## config.mk

```make
export PLATFORM = sky130hd
export DESIGN_NAME = qs_top
export DESIGN_NICKNAME = d
export VERILOG_FILES = /design/src/hw/qs_pkg.sv /design/src/hw/qs_bank_ram.sv /design/src/hw/qs_enq.sv /design/src/hw/qs_sort.sv /design/src/hw/qs_deq.sv /design/src/hw/qs_banks.sv /design/src/hw/qs_top.sv
export SDC_FILE = /design/constraint.sdc
export NUM_CORES = 1
export LEC_CHECK = 0
export ABC_AREA = 1
export BUFFER_PORTS_ARGS = -buffer_cell sky130_fd_sc_hd__buf_4
export CAP_MARGIN = 10
export CORE_MARGIN = 1.5
export CORE_UTILIZATION = 55
export CTS_BUF_LIST = sky130_fd_sc_hd__clkbuf_16
export CTS_CLUSTER_DIAMETER = 100
export CTS_CLUSTER_SIZE = 25
export DETAILED_ROUTE_END_ITERATION = 6
export PLACE_DENSITY_LB_ADDON = 0.05
export SYNTH_ARGS = -nofsm -noshare
export SYNTH_HDL_FRONTEND = slang
export SYNTH_SLANG_ARGS = --single-unit
```

## constraint.sdc

```tcl
create_clock -name clk -period 5.05 [get_ports clk]
set_clock_uncertainty 0.2 [all_clocks]
set_input_delay 0.505 -clock clk [delete_from_list [all_inputs] [get_ports clk]]
set_output_delay 0.505 -clock clk [all_outputs]
set_load 0.02 [all_outputs]
```

## src/hw/qs_pkg.sv

```systemverilog
// Shared definitions for the two-bank packet sorter
//   word width, bank depth and bank count
//   bank status and scoreboard entry
//   RAM write and read port structs
//   bank rotation helper
package qs_pkg;

  // Data word width
  localparam int W = 32;
  // Words per bank
  localparam int N = 16;
  // Banks in rotation
  localparam int BANKS = 2;

  typedef logic [W-1:0] w_t;
  typedef logic [$clog2(N)-1:0] addr_t;
  typedef logic [$clog2(BANKS)-1:0] bank_id_t;

  // Each status has exactly one stage allowed to leave it
  typedef enum logic [2:0] {
    BANK_READY     = 3'd0,
    BANK_LOADING   = 3'd1,
    BANK_LOADED    = 3'd2,
    BANK_SORTING   = 3'd3,
    BANK_SORTED    = 3'd4,
    BANK_UNLOADING = 3'd5
  } bank_status_t;

  // Scoreboard entry, n is the index of the last valid word
  typedef struct packed {
    bank_status_t status;
    addr_t        n;
    logic         err;
  } bank_state_t;

  typedef struct packed {
    logic  en;
    addr_t addr;
    w_t    dat;
  } wr_t;

  typedef struct packed {
    logic  en;
    addr_t addr;
  } rd_t;

  // Next bank in strict rotation
  function automatic bank_id_t bank_id_inc(bank_id_t id);
    bank_id_t nxt;
    if (id == bank_id_t'(BANKS - 1)) begin
      nxt = '0;
    end else begin
      nxt = id + 1'b1;
    end
    return nxt;
  endfunction

endpackage

```

## src/hw/qs_bank_ram.sv

```systemverilog
// Single sorter bank
//   one write port, one registered read port
//   read during write to the same word returns the old word
`timescale 1ns/1ps

module qs_bank_ram import qs_pkg::*; #(
  parameter int N_WORDS = 16
) (
  input  logic clk,
  input  wr_t  wr,
  input  rd_t  rd,
  output w_t   rd_data
);

  w_t mem [N_WORDS];

  // Write port
  always_ff @(posedge clk) begin
    if (wr.en) begin
      mem[wr.addr] <= wr.dat;
    end
  end

  // Read port, data one cycle after enable
  always_ff @(posedge clk) begin
    if (rd.en) begin
      rd_data <= mem[rd.addr];
    end
  end

endmodule

```

## src/hw/qs_enq.sv

```systemverilog
// Decode stage of the sorter
//   takes packet words from the input strobes
//   writes them into the current load bank
//   publishes LOADING and LOADED to the scoreboard
`timescale 1ns/1ps

module qs_enq import qs_pkg::*; #(
  parameter int N_WORDS = 16
) (
  input  logic        clk,
  input  logic        rst,
  input  logic        in_vld,
  input  logic        in_sop,
  input  logic        in_eop,
  input  logic        in_err,
  input  w_t          in_dat,
  output logic        in_full,
  input  bank_state_t bank_in,
  output bank_id_t    bank_idx_r,
  output logic        bank_out_vld,
  output bank_state_t bank_out,
  output wr_t         wr
);

  // One extra bit so the count can reach N_WORDS
  localparam int CW = $clog2(N_WORDS) + 1;

  logic          open_q;
  logic [CW-1:0] cnt_q;
  logic          err_q;
  logic          sop_take;
  logic          word_take;
  logic          room;

  // Source may only start a packet into a free bank
  assign in_full   = (bank_in.status != BANK_READY) && !open_q;
  assign sop_take  = in_vld && in_sop && !in_full;
  assign word_take = in_vld && !in_sop && open_q;
  // Bank still has space for this word
  assign room      = cnt_q < CW'(N_WORDS);

  always_comb begin
    wr           = '0;
    bank_out_vld = 1'b0;
    bank_out     = bank_in;
    if (sop_take) begin
      // First word always lands on address 0
      wr.en           = 1'b1;
      wr.addr         = '0;
      wr.dat          = in_dat;
      bank_out_vld    = 1'b1;
      bank_out.status = in_eop ? BANK_LOADED : BANK_LOADING;
      bank_out.n      = '0;
      bank_out.err    = in_err;
    end else if (word_take) begin
      // Words past the bank depth are dropped
      wr.en   = room;
      wr.addr = addr_t'(cnt_q);
      wr.dat  = in_dat;
      if (in_eop) begin
        bank_out_vld    = 1'b1;
        bank_out.status = BANK_LOADED;
        bank_out.n      = room ? addr_t'(cnt_q) : addr_t'(N_WORDS - 1);
        // Truncation is reported as an error
        bank_out.err    = err_q || in_err || !room;
      end
    end
  end

  always_ff @(posedge clk) begin
    if (rst) begin
      open_q     <= 1'b0;
      cnt_q      <= '0;
      err_q      <= 1'b0;
      bank_idx_r <= '0;
    end else begin
      if (sop_take) begin
        open_q <= !in_eop;
        cnt_q  <= CW'(1);
        err_q  <= in_err;
      end else if (word_take) begin
        if (in_eop) begin
          open_q <= 1'b0;
        end
        // Saturate at the depth
        if (room) begin
          cnt_q <= cnt_q + 1'b1;
        end
        err_q <= err_q || in_err || !room;
      end
      // Move on to the next bank once the packet is closed
      if ((sop_take || word_take) && in_eop) begin
        bank_idx_r <= bank_id_inc(bank_idx_r);
      end
    end
  end

endmodule

```

## src/hw/qs_sort.sv

```systemverilog
// Execute stage of the sorter
//   in-place bubble sort of a loaded bank
//   FSM with idle, prime, pass and flush states
//   publishes SORTING and SORTED to the scoreboard
`timescale 1ns/1ps

module qs_sort import qs_pkg::*; (
  input  logic        clk,
  input  logic        rst,
  input  bank_state_t bank_in,
  output bank_id_t    bank_idx_r,
  output logic        bank_out_vld,
  output bank_state_t bank_out,
  output rd_t         rd,
  input  w_t          rd_data,
  output wr_t         wr
);

  typedef enum logic [1:0] {
    fsm_idle,
    fsm_prime,
    fsm_pass,
    fsm_flush
  } fsm_t;

  fsm_t  fsm_q;
  // Next read address within the pass
  addr_t addr_q;
  // Completed passes
  addr_t pass_q;
  // Largest word seen in this pass
  w_t    held_q;
  w_t    lo;
  w_t    hi;

  // Unsigned compare of incoming word against held word
  assign lo = (rd_data < held_q) ? rd_data : held_q;
  assign hi = (rd_data < held_q) ? held_q : rd_data;

  always_comb begin
    bank_out_vld = 1'b0;
    bank_out     = bank_in;
    rd           = '0;
    wr           = '0;
    case (fsm_q)
      fsm_idle: begin
        if (bank_in.status == BANK_LOADED) begin
          bank_out_vld    = 1'b1;
          // Single word needs no passes
          bank_out.status = (bank_in.n == '0) ? BANK_SORTED : BANK_SORTING;
        end
      end
      fsm_prime: begin
        // Held word of the previous pass goes to the top
        if (pass_q != '0) begin
          wr.en   = 1'b1;
          wr.addr = bank_in.n;
          wr.dat  = held_q;
        end
        if (pass_q == bank_in.n) begin
          bank_out_vld    = 1'b1;
          bank_out.status = BANK_SORTED;
        end else begin
          rd.en   = 1'b1;
          rd.addr = '0;
        end
      end
      fsm_pass: begin
        rd.en   = 1'b1;
        rd.addr = addr_q;
        // Smaller word drops one slot behind the read data
        if (addr_q != addr_t'(1)) begin
          wr.en   = 1'b1;
          wr.addr = addr_q - addr_t'(2);
          wr.dat  = lo;
        end
      end
      fsm_flush: begin
        // Last word of the pass arrives
        wr.en   = 1'b1;
        wr.addr = bank_in.n - addr_t'(1);
        wr.dat  = lo;
      end
      default: begin
      end
    endcase
  end

  always_ff @(posedge clk) begin
    if (rst) begin
      fsm_q      <= fsm_idle;
      addr_q     <= '0;
      pass_q     <= '0;
      bank_idx_r <= '0;
    end else begin
      case (fsm_q)
        fsm_idle: begin
          if (bank_in.status == BANK_LOADED) begin
            if (bank_in.n == '0) begin
              bank_idx_r <= bank_id_inc(bank_idx_r);
            end else begin
              pass_q <= '0;
              fsm_q  <= fsm_prime;
            end
          end
        end
        fsm_prime: begin
          if (pass_q == bank_in.n) begin
            bank_idx_r <= bank_id_inc(bank_idx_r);
            fsm_q      <= fsm_idle;
          end else begin
            addr_q <= addr_t'(1);
            fsm_q  <= fsm_pass;
          end
        end
        fsm_pass: begin
          addr_q <= addr_q + 1'b1;
          if (addr_q == bank_in.n) begin
            fsm_q <= fsm_flush;
          end
        end
        fsm_flush: begin
          pass_q <= pass_q + 1'b1;
          fsm_q  <= fsm_prime;
        end
        default: begin
          fsm_q <= fsm_idle;
        end
      endcase
    end
  end

  // Word 0 seeds the pass, later words keep the maximum
  always_ff @(posedge clk) begin
    if ((fsm_q == fsm_pass) && (addr_q == addr_t'(1))) begin
      held_q <= rd_data;
    end else if ((fsm_q == fsm_pass) || (fsm_q == fsm_flush)) begin
      held_q <= hi;
    end
  end

endmodule

```

## src/hw/qs_deq.sv

```systemverilog
// Result stage of the sorter
//   unloads a sorted bank as an output packet
//   flag stage aligned with the RAM read latency
//   registered output stage with sop, eop and err
`timescale 1ns/1ps

module qs_deq import qs_pkg::*; (
  input  logic        clk,
  input  logic        rst,
  output logic        out_vld_r,
  output logic        out_sop_r,
  output logic        out_eop_r,
  output logic        out_err_r,
  output w_t          out_dat_r,
  output bank_id_t    bank_idx_r,
  input  bank_state_t bank_in,
  output logic        bank_out_vld,
  output bank_state_t bank_out,
  output rd_t         rd,
  input  w_t          rd_data_r
);

  typedef enum logic [1:0] {
    fsm_idle,
    fsm_unload,
    fsm_wait_eop
  } fsm_t;

  typedef struct packed {
    logic sop;
    logic eop;
    logic err;
  } flags_t;

  fsm_t   fsm_q;
  addr_t  rd_addr_q;
  logic   last_rd;
  flags_t flg_d;
  // Flags travelling alongside the read
  logic   flg_vld_q;
  flags_t flg_q;
  // Output stage flags
  flags_t out_flg_q;

  assign last_rd = (rd_addr_q == bank_in.n);

  always_comb begin
    bank_out_vld = 1'b0;
    bank_out     = bank_in;
    rd           = '0;
    flg_d        = '0;
    case (fsm_q)
      fsm_idle: begin
        if (bank_in.status == BANK_SORTED) begin
          bank_out_vld    = 1'b1;
          bank_out.status = BANK_UNLOADING;
        end
      end
      fsm_unload: begin
        // One address per cycle, 0 up to n
        rd.en     = 1'b1;
        rd.addr   = rd_addr_q;
        flg_d.sop = (rd_addr_q == '0);
        flg_d.eop = last_rd;
        flg_d.err = bank_in.err;
        // Bank free again once the last read is out
        if (last_rd) begin
          bank_out_vld    = 1'b1;
          bank_out.status = BANK_READY;
        end
      end
      default: begin
      end
    endcase
  end

  always_ff @(posedge clk) begin
    if (rst) begin
      fsm_q      <= fsm_idle;
      rd_addr_q  <= '0;
      bank_idx_r <= '0;
      flg_vld_q  <= 1'b0;
      flg_q      <= '0;
      out_vld_r  <= 1'b0;
      out_flg_q  <= '0;
    end else begin
      // Two-cycle pipe from read enable to output
      flg_vld_q <= rd.en;
      flg_q     <= flg_d;
      out_vld_r <= flg_vld_q;
      out_flg_q <= flg_q;
      case (fsm_q)
        fsm_idle: begin
          if (bank_in.status == BANK_SORTED) begin
            rd_addr_q <= '0;
            fsm_q     <= fsm_unload;
          end
        end
        fsm_unload: begin
          rd_addr_q <= rd_addr_q + 1'b1;
          if (last_rd) begin
            fsm_q <= fsm_wait_eop;
          end
        end
        fsm_wait_eop: begin
          // Hold the bank index until eop leaves
          if (out_vld_r && out_eop_r) begin
            bank_idx_r <= bank_id_inc(bank_idx_r);
            fsm_q      <= fsm_idle;
          end
        end
        default: begin
          fsm_q <= fsm_idle;
        end
      endcase
    end
  end

  // Output data word
  always_ff @(posedge clk) begin
    if (flg_vld_q) begin
      out_dat_r <= rd_data_r;
    end
  end

  assign out_sop_r = out_flg_q.sop;
  assign out_eop_r = out_flg_q.eop;
  assign out_err_r = out_flg_q.err;

endmodule

```

## src/hw/qs_banks.sv

```systemverilog
// Bank scoreboard and storage
//   one state register per bank, updated by the owning stage
//   bank RAM instances
//   write and read port routing by bank status
`timescale 1ns/1ps

module qs_banks import qs_pkg::*; #(
  parameter int N_BANKS = 2,
  parameter int N_WORDS = 16
) (
  input  logic        clk,
  input  logic        rst,
  input  bank_id_t    enq_idx,
  input  bank_id_t    sort_idx,
  input  bank_id_t    deq_idx,
  input  logic        enq_upd_vld,
  input  logic        sort_upd_vld,
  input  logic        deq_upd_vld,
  input  bank_state_t enq_upd,
  input  bank_state_t sort_upd,
  input  bank_state_t deq_upd,
  output bank_state_t enq_state,
  output bank_state_t sort_state,
  output bank_state_t deq_state,
  input  wr_t         enq_wr,
  input  wr_t         sort_wr,
  input  rd_t         sort_rd,
  input  rd_t         deq_rd,
  output w_t          sort_rd_data,
  output w_t          deq_rd_data
);

  localparam bank_state_t BANK_INIT = '{status: BANK_READY, n: '0, err: 1'b0};

  bank_state_t st_q [N_BANKS];
  wr_t         ram_wr [N_BANKS];
  rd_t         ram_rd [N_BANKS];
  w_t          ram_rd_data [N_BANKS];
  // Bank each stage addressed on the previous cycle
  bank_id_t    sort_rd_idx_q;
  bank_id_t    deq_rd_idx_q;

  // Updates never collide since each status has one writer
  always_ff @(posedge clk) begin
    if (rst) begin
      for (int i = 0; i < N_BANKS; i++) begin
        st_q[i] <= BANK_INIT;
      end
      sort_rd_idx_q <= '0;
      deq_rd_idx_q  <= '0;
    end else begin
      if (enq_upd_vld) begin
        st_q[enq_idx] <= enq_upd;
      end
      if (sort_upd_vld) begin
        st_q[sort_idx] <= sort_upd;
      end
      if (deq_upd_vld) begin
        st_q[deq_idx] <= deq_upd;
      end
      sort_rd_idx_q <= sort_idx;
      deq_rd_idx_q  <= deq_idx;
    end
  end

  assign enq_state  = st_q[enq_idx];
  assign sort_state = st_q[sort_idx];
  assign deq_state  = st_q[deq_idx];

  // Writes from enqueue while filling, else from sort
  // Reads from dequeue while sorted or unloading, else from sort
  always_comb begin
    for (int i = 0; i < N_BANKS; i++) begin
      ram_wr[i] = '0;
      ram_rd[i] = '0;
      if (st_q[i].status inside {BANK_READY, BANK_LOADING}) begin
        if (enq_idx == bank_id_t'(i)) begin
          ram_wr[i] = enq_wr;
        end
      end else if (sort_idx == bank_id_t'(i)) begin
        ram_wr[i] = sort_wr;
      end
      if (st_q[i].status inside {BANK_SORTED, BANK_UNLOADING}) begin
        if (deq_idx == bank_id_t'(i)) begin
          ram_rd[i] = deq_rd;
        end
      end else if (sort_idx == bank_id_t'(i)) begin
        ram_rd[i] = sort_rd;
      end
    end
  end

  for (genvar g = 0; g < N_BANKS; g++) begin : g_bank
    qs_bank_ram #(
      .N_WORDS (N_WORDS)
    ) u_ram (
      .clk     (clk),
      .wr      (ram_wr[g]),
      .rd      (ram_rd[g]),
      .rd_data (ram_rd_data[g])
    );
  end

  // Read data back to the stage that issued the read
  assign sort_rd_data = ram_rd_data[sort_rd_idx_q];
  assign deq_rd_data  = ram_rd_data[deq_rd_idx_q];

endmodule

```

## src/hw/qs_top.sv

```systemverilog
// Packet sorter top level
//   enqueue, sort and dequeue stages
//   shared bank scoreboard and storage
`timescale 1ns/1ps

module qs_top import qs_pkg::*; #(
  parameter int N_WORDS = N,
  parameter int N_BANKS = BANKS
) (
  input  logic clk,
  input  logic rst,
  input  logic in_vld,
  input  logic in_sop,
  input  logic in_eop,
  input  logic in_err,
  input  w_t   in_dat,
  output logic in_full,
  output logic out_vld,
  output logic out_sop,
  output logic out_eop,
  output logic out_err,
  output w_t   out_dat
);

  // Stage bank indexes
  bank_id_t    enq_idx;
  bank_id_t    sort_idx;
  bank_id_t    deq_idx;
  // Scoreboard traffic
  logic        enq_upd_vld;
  logic        sort_upd_vld;
  logic        deq_upd_vld;
  bank_state_t enq_upd;
  bank_state_t sort_upd;
  bank_state_t deq_upd;
  bank_state_t enq_state;
  bank_state_t sort_state;
  bank_state_t deq_state;
  // RAM traffic
  wr_t         enq_wr;
  wr_t         sort_wr;
  rd_t         sort_rd;
  rd_t         deq_rd;
  w_t          sort_rd_data;
  w_t          deq_rd_data;

  qs_enq #(
    .N_WORDS (N_WORDS)
  ) u_enq (
    .clk          (clk),
    .rst          (rst),
    .in_vld       (in_vld),
    .in_sop       (in_sop),
    .in_eop       (in_eop),
    .in_err       (in_err),
    .in_dat       (in_dat),
    .in_full      (in_full),
    .bank_in      (enq_state),
    .bank_idx_r   (enq_idx),
    .bank_out_vld (enq_upd_vld),
    .bank_out     (enq_upd),
    .wr           (enq_wr)
  );

  qs_sort u_sort (
    .clk          (clk),
    .rst          (rst),
    .bank_in      (sort_state),
    .bank_idx_r   (sort_idx),
    .bank_out_vld (sort_upd_vld),
    .bank_out     (sort_upd),
    .rd           (sort_rd),
    .rd_data      (sort_rd_data),
    .wr           (sort_wr)
  );

  qs_deq u_deq (
    .clk          (clk),
    .rst          (rst),
    .out_vld_r    (out_vld),
    .out_sop_r    (out_sop),
    .out_eop_r    (out_eop),
    .out_err_r    (out_err),
    .out_dat_r    (out_dat),
    .bank_idx_r   (deq_idx),
    .bank_in      (deq_state),
    .bank_out_vld (deq_upd_vld),
    .bank_out     (deq_upd),
    .rd           (deq_rd),
    .rd_data_r    (deq_rd_data)
  );

  qs_banks #(
    .N_BANKS (N_BANKS),
    .N_WORDS (N_WORDS)
  ) u_banks (
    .clk          (clk),
    .rst          (rst),
    .enq_idx      (enq_idx),
    .sort_idx     (sort_idx),
    .deq_idx      (deq_idx),
    .enq_upd_vld  (enq_upd_vld),
    .sort_upd_vld (sort_upd_vld),
    .deq_upd_vld  (deq_upd_vld),
    .enq_upd      (enq_upd),
    .sort_upd     (sort_upd),
    .deq_upd      (deq_upd),
    .enq_state    (enq_state),
    .sort_state   (sort_state),
    .deq_state    (deq_state),
    .enq_wr       (enq_wr),
    .sort_wr      (sort_wr),
    .sort_rd      (sort_rd),
    .deq_rd       (deq_rd),
    .sort_rd_data (sort_rd_data),
    .deq_rd_data  (deq_rd_data)
  );

endmodule

```

==> out/summary.md <==
• 162 — pin count of the biggest net entering global routing
• 4747 — Net Count, Synth
• 68.2% — sequential share of the synthesized area
• 6 — drt pass-1 iters
• 0 — total overflow reported by the global router
• 0.000307 V — VDD IR max
• 613 ps — worst setup margin
• 1207 — post-synthesis sequential element count
• 0 — Final Max Slew Viols
• done — clock tree from TritonCTS
• 31300 — via count of the first global-routing pass
• 610 ps — flop-to-flop setup slack
• 83100 um — total half-perimeter wirelength after legalization and detailed placement
• compound AO/OA/AOI/OAI gates — largest family of logic cells by synthesized area
• 0 — warning count from the yosys run
• 113 — row count
• 5821 — cell total after placement
• 7.76% — fraction of layout cells with a size suffix above 1
• 48 — Netlist cell types
• 0.00639 W — Switch Pwr
• 0 — Post-CTS Repair Setup Buffers
• 66.7% — portion of synthesized cell area occupied by the leading cell type
• 42.8 ps — worst slack on hold paths
• 7740 — number of fill cells
• flip-flop to flip-flop — classification of the worst setup path
• 75 — count of boundary I/O pins
• 1.09% — share of synthesized cell area in full adder, half adder and majority cells
• 144000 um — sum of routed wire length over all layers
• 540 ps — Max stage delay on crit path
• 0.938 — final RePlAce weighted congestion
• 0.225 GHz — maximum frequency from static timing analysis
• 4630 ps — Worst Path Arrival
• 5240 ps — required time reported for the critical path endpoint
• 56.4% — Sequential Power Share
• 20.1% — Logic pwr share
• 373 nW/um2 — Pwr per Cell Area
• 23.5% — relative contribution of the clock network to total power
• 34500 — total number of vias
• 312 um — die extent in y
• 5892 — final standard cell count with taps included and fillers excluded
• 21.8 nW — static leakage
• 97500 um2 — area of the die
• 24.4 um — Routed wire per std cell
• 0 — remaining antenna violation count after routing
• 4440 ps — Final min period
• 0.407% — multiplexer fraction of the synthesized cell area
• 1230 ps — actual slew at the worst max-slew pin
• 2 — H-tree depth reported by CTS
• complete, no violations — outcome
• 5.85 — Vias/cell
• 87.9% — portion of the clock cycle consumed by the worst path in the final layout
• 0 — Final Hold Viols
• 0 — Max Cap Violations
• 33 — peak fanout along the critical path
• 0 — number of antenna diodes
• 1168 — number of enable-type register cells in the synthesized netlist
• 55.4% — Starting Density
• 777 ps — worst slack at placement
• 0.0210 W — sum of internal, switching and leakage power
• 211000 um — global-route wire length before repair
• 0 — total of endpoints with negative setup slack in the final report
• sky130_fd_sc_hd__edfxtp_1 67%, sky130_fd_sc_hd__nand2_1 5.8%, sky130_fd_sc_hd__inv_1 5.1% — ranking of synthesized cells by area
• 0 — antenna violations before repair
• 4699 — net total in the final layout
• 12.0% — Compound-Gate Fraction of Synth Area
• 0.231% — parity-gate share of the synthesized area counting xor and xnor cells
• 0% — fraction of registers with async set/reset
• 700 ps — clock latency reported for the late side of the worst-skew pair
• sky130_fd_sc_hd__nand2_1 — slowest CP cell
• 10.7% — Post-Synth Simple-Gate Area
• 7.15% — area delta synth->final
• inv_2 -> or2_2 -> o21ai_0 -> inv_1 -> ha_1 -> a21oi_1 -> o21ai_0 -> a21oi_1 -> o21a_1 -> nand2_2 -> nand2_1 -> nand3_1 -> nand2_1 -> nand3_1 -> nand2_1 — cell-by-cell trace of the critical path
• no — unrepaired setup endpoints after global routing
• 94900 um2 — Floorplan Core Area
• 4663 — Gate Count Post-Synth
• flip-flop — critical path endpoint category
• 29.3% — total track usage
• sky130_fd_sc_hd__nand2_1 — cell with the most instances on the worst path
• 3 — buffer levels on the longest clock path
• 17.6% — headroom to the max-slew limit
• 0.0147 W — total internal power
• 54 — number of buffers added by the clock tree synthesis step
• 11.3 um2 — Syn Area/Cell
• 1168 x sky130_fd_sc_hd__edfxtp_1, 812 x sky130_fd_sc_hd__nand2_1, 708 x sky130_fd_sc_hd__inv_1, 360 x sky130_fd_sc_hd__o21ai_0, 318 x sky130_fd_sc_hd__nand3_1 — commonest cells in the netlist
• 1207 — count of clock tree sinks
• 100 ps — clock edge transition at the registers on the reported setup and hold paths
• 4637 — initial drt markers
• sky130_fd_sc_hd__clkbuf_16 — Clock Root Buffer
• 52600 um2 — cell area after synthesis
• sky130_fd_sc_hd__edfxtp_1 — Main synth FF type
• input pin to flip-flop — worst min-delay path class
• 312 um — die width
• sky130_fd_sc_hd__edfxtp_1 — dominant cell by count in the synthesized netlist
• 30.3% — switching share of power
• flip-flop — startpoint kind of the worst setup timing path
• 0 — CTS-repair resized insts
• 74 — Port Buffer Count
• sky130_fd_sc_hd__edfxtp_1 — post-synth top area cell
• 0 ps — setup TNS
• 0 — residual DRC count
==> layout make-up <==
class	instances	area, um2	area share [%]
Clock buffer	55	1380	2.44
Clock inverter	13	63.8	0.113
Inverter	722	2720	4.82
Multi-Input combinational cell	2470	13300	23.5
Sequential cell	1207	35900	63.6
Tap cell	1265	1580	2.81
Timing Repair Buffer	160	1510	2.68
==> worst max-delay path: cells and delay by family, from the launching register on <==
family                   cells  cell delay (ps)
AO/OA/AOI/OAI                5              920
adder cells (fa/ha/maj)      1              330
buffers and inverters        2              350
flip-flops                   1              380
AND/OR/NAND/NOR              7             1900
==> through the flow <==
step                util, %  area (um2)
floorplan                 -       52600
global placement       57.9       54900
detailed placement     57.9       54900
CTS                    59.4       56400
global route           59.4       56400
finish                 59.4       56400
==> cell usage in the layout, fill, tap and decap left out, types with 5 or more instances in the layout <==
| cell | instances |
|---|---|
| sky130_fd_sc_hd__a211oi_1 | 7 |
| sky130_fd_sc_hd__a21oi_1 | 317 |
| sky130_fd_sc_hd__buf_12 | 24 |
| sky130_fd_sc_hd__buf_4 | 133 |
| sky130_fd_sc_hd__clkbuf_16 | 55 |
| sky130_fd_sc_hd__dfxtp_1 | 37 |
| sky130_fd_sc_hd__edfxtp_1 | 1168 |
| sky130_fd_sc_hd__ha_1 | 46 |
| sky130_fd_sc_hd__inv_1 | 714 |
| sky130_fd_sc_hd__inv_2 | 12 |
| sky130_fd_sc_hd__mux2_2 | 19 |
| sky130_fd_sc_hd__nand2_1 | 812 |
| sky130_fd_sc_hd__nand2_2 | 5 |
| sky130_fd_sc_hd__nand3_1 | 318 |
| sky130_fd_sc_hd__nand4_1 | 10 |
| sky130_fd_sc_hd__nor2_1 | 88 |
| sky130_fd_sc_hd__nor2_2 | 6 |
| sky130_fd_sc_hd__nor2_4 | 38 |
| sky130_fd_sc_hd__nor3_1 | 8 |
| sky130_fd_sc_hd__o211ai_1 | 243 |
| sky130_fd_sc_hd__o21ai_0 | 357 |
| sky130_fd_sc_hd__o21ai_1 | 24 |
| sky130_fd_sc_hd__o221ai_1 | 76 |
| sky130_fd_sc_hd__o22ai_1 | 8 |
| sky130_fd_sc_hd__o22ai_4 | 5 |
| sky130_fd_sc_hd__or2_2 | 31 |
| sky130_fd_sc_hd__xor2_1 | 12 |
==> sequential cells by signal, summed over array words and instances, names as in the netlist, 2 cells and up, named ones only <==
signal and count:
u_banks.g_bank.u_ram.rd_data 64, u_banks.st_q 16, u_sort.pass_q 4, u_deq.out_dat_r 32, u_enq.cnt_q 5, u_banks.g_bank.u_ram.mem 1024, u_deq.flg_q 3, u_deq.rd_addr_q 4
u_sort.held_q 32, u_sort.addr_q 4, u_sort.fsm_q 2, u_deq.fsm_q 2
==> per-layer routing <==
metal	track usage [%]	part of all wire, %
met2	45.3	45
met5	0	0
met3	4.76	8.6
met1	43.5	44
met4	7.98	2.8
==> logic make-up (layout without fill, tap and decap cells) <==
family	after synthesis	after routing
AO/OA/AOI/OAI	1061	1061
XOR/XNOR	13	13
adder cells (fa/ha/maj)	46	46
buffers and inverters	986	950
flip-flops	1207	1207
multiplexers	19	19
AND/OR/NAND/NOR	1331	1331
==> what timing repair did <==
item	in CTS	in global routing
hold endpoints to repair	16	0
setup endpoints to repair	0	0
hold buffers	3	0
==> path summary, 6_finish.rpt <==
check | startpoint | endpoint | cells after the start
max | u_banks.sort_rd_idx_q$_SDFF_PP0_ | u_banks.g_bank[1].u_ram.mem[3][29]$_DFFE_PP_ | 15
min | in_sop | u_enq.open_q$_SDFFE_PP0P_ | 3
max reg2reg | u_banks.sort_rd_idx_q$_SDFF_PP0_ | u_banks.g_bank[1].u_ram.mem[3][29]$_DFFE_PP_ | 15
min reg2reg | u_deq.flg_q[2]$_SDFF_PP0_ | u_deq.out_sop_r$_SDFF_PP0_ | 2
==> power by group through the flow <==
stage | combinational (W) | clock (W) | sequential (W)
6_report | 0.00423 | 0.00494 | 0.0119
5_1_grt | 0.00460 | 0.00530 | 0.0119
4_1_cts | 0.00415 | 0.00504 | 0.0119
3_5_place_dp | 0.00414 | 0 | 0.0121
3_3_place_gp | 0.00409 | 0 | 0.0121
2_1_floorplan | 0.00267 | 0 | 0.0120
No activity file was read; power rests on OpenSTA's default activity.
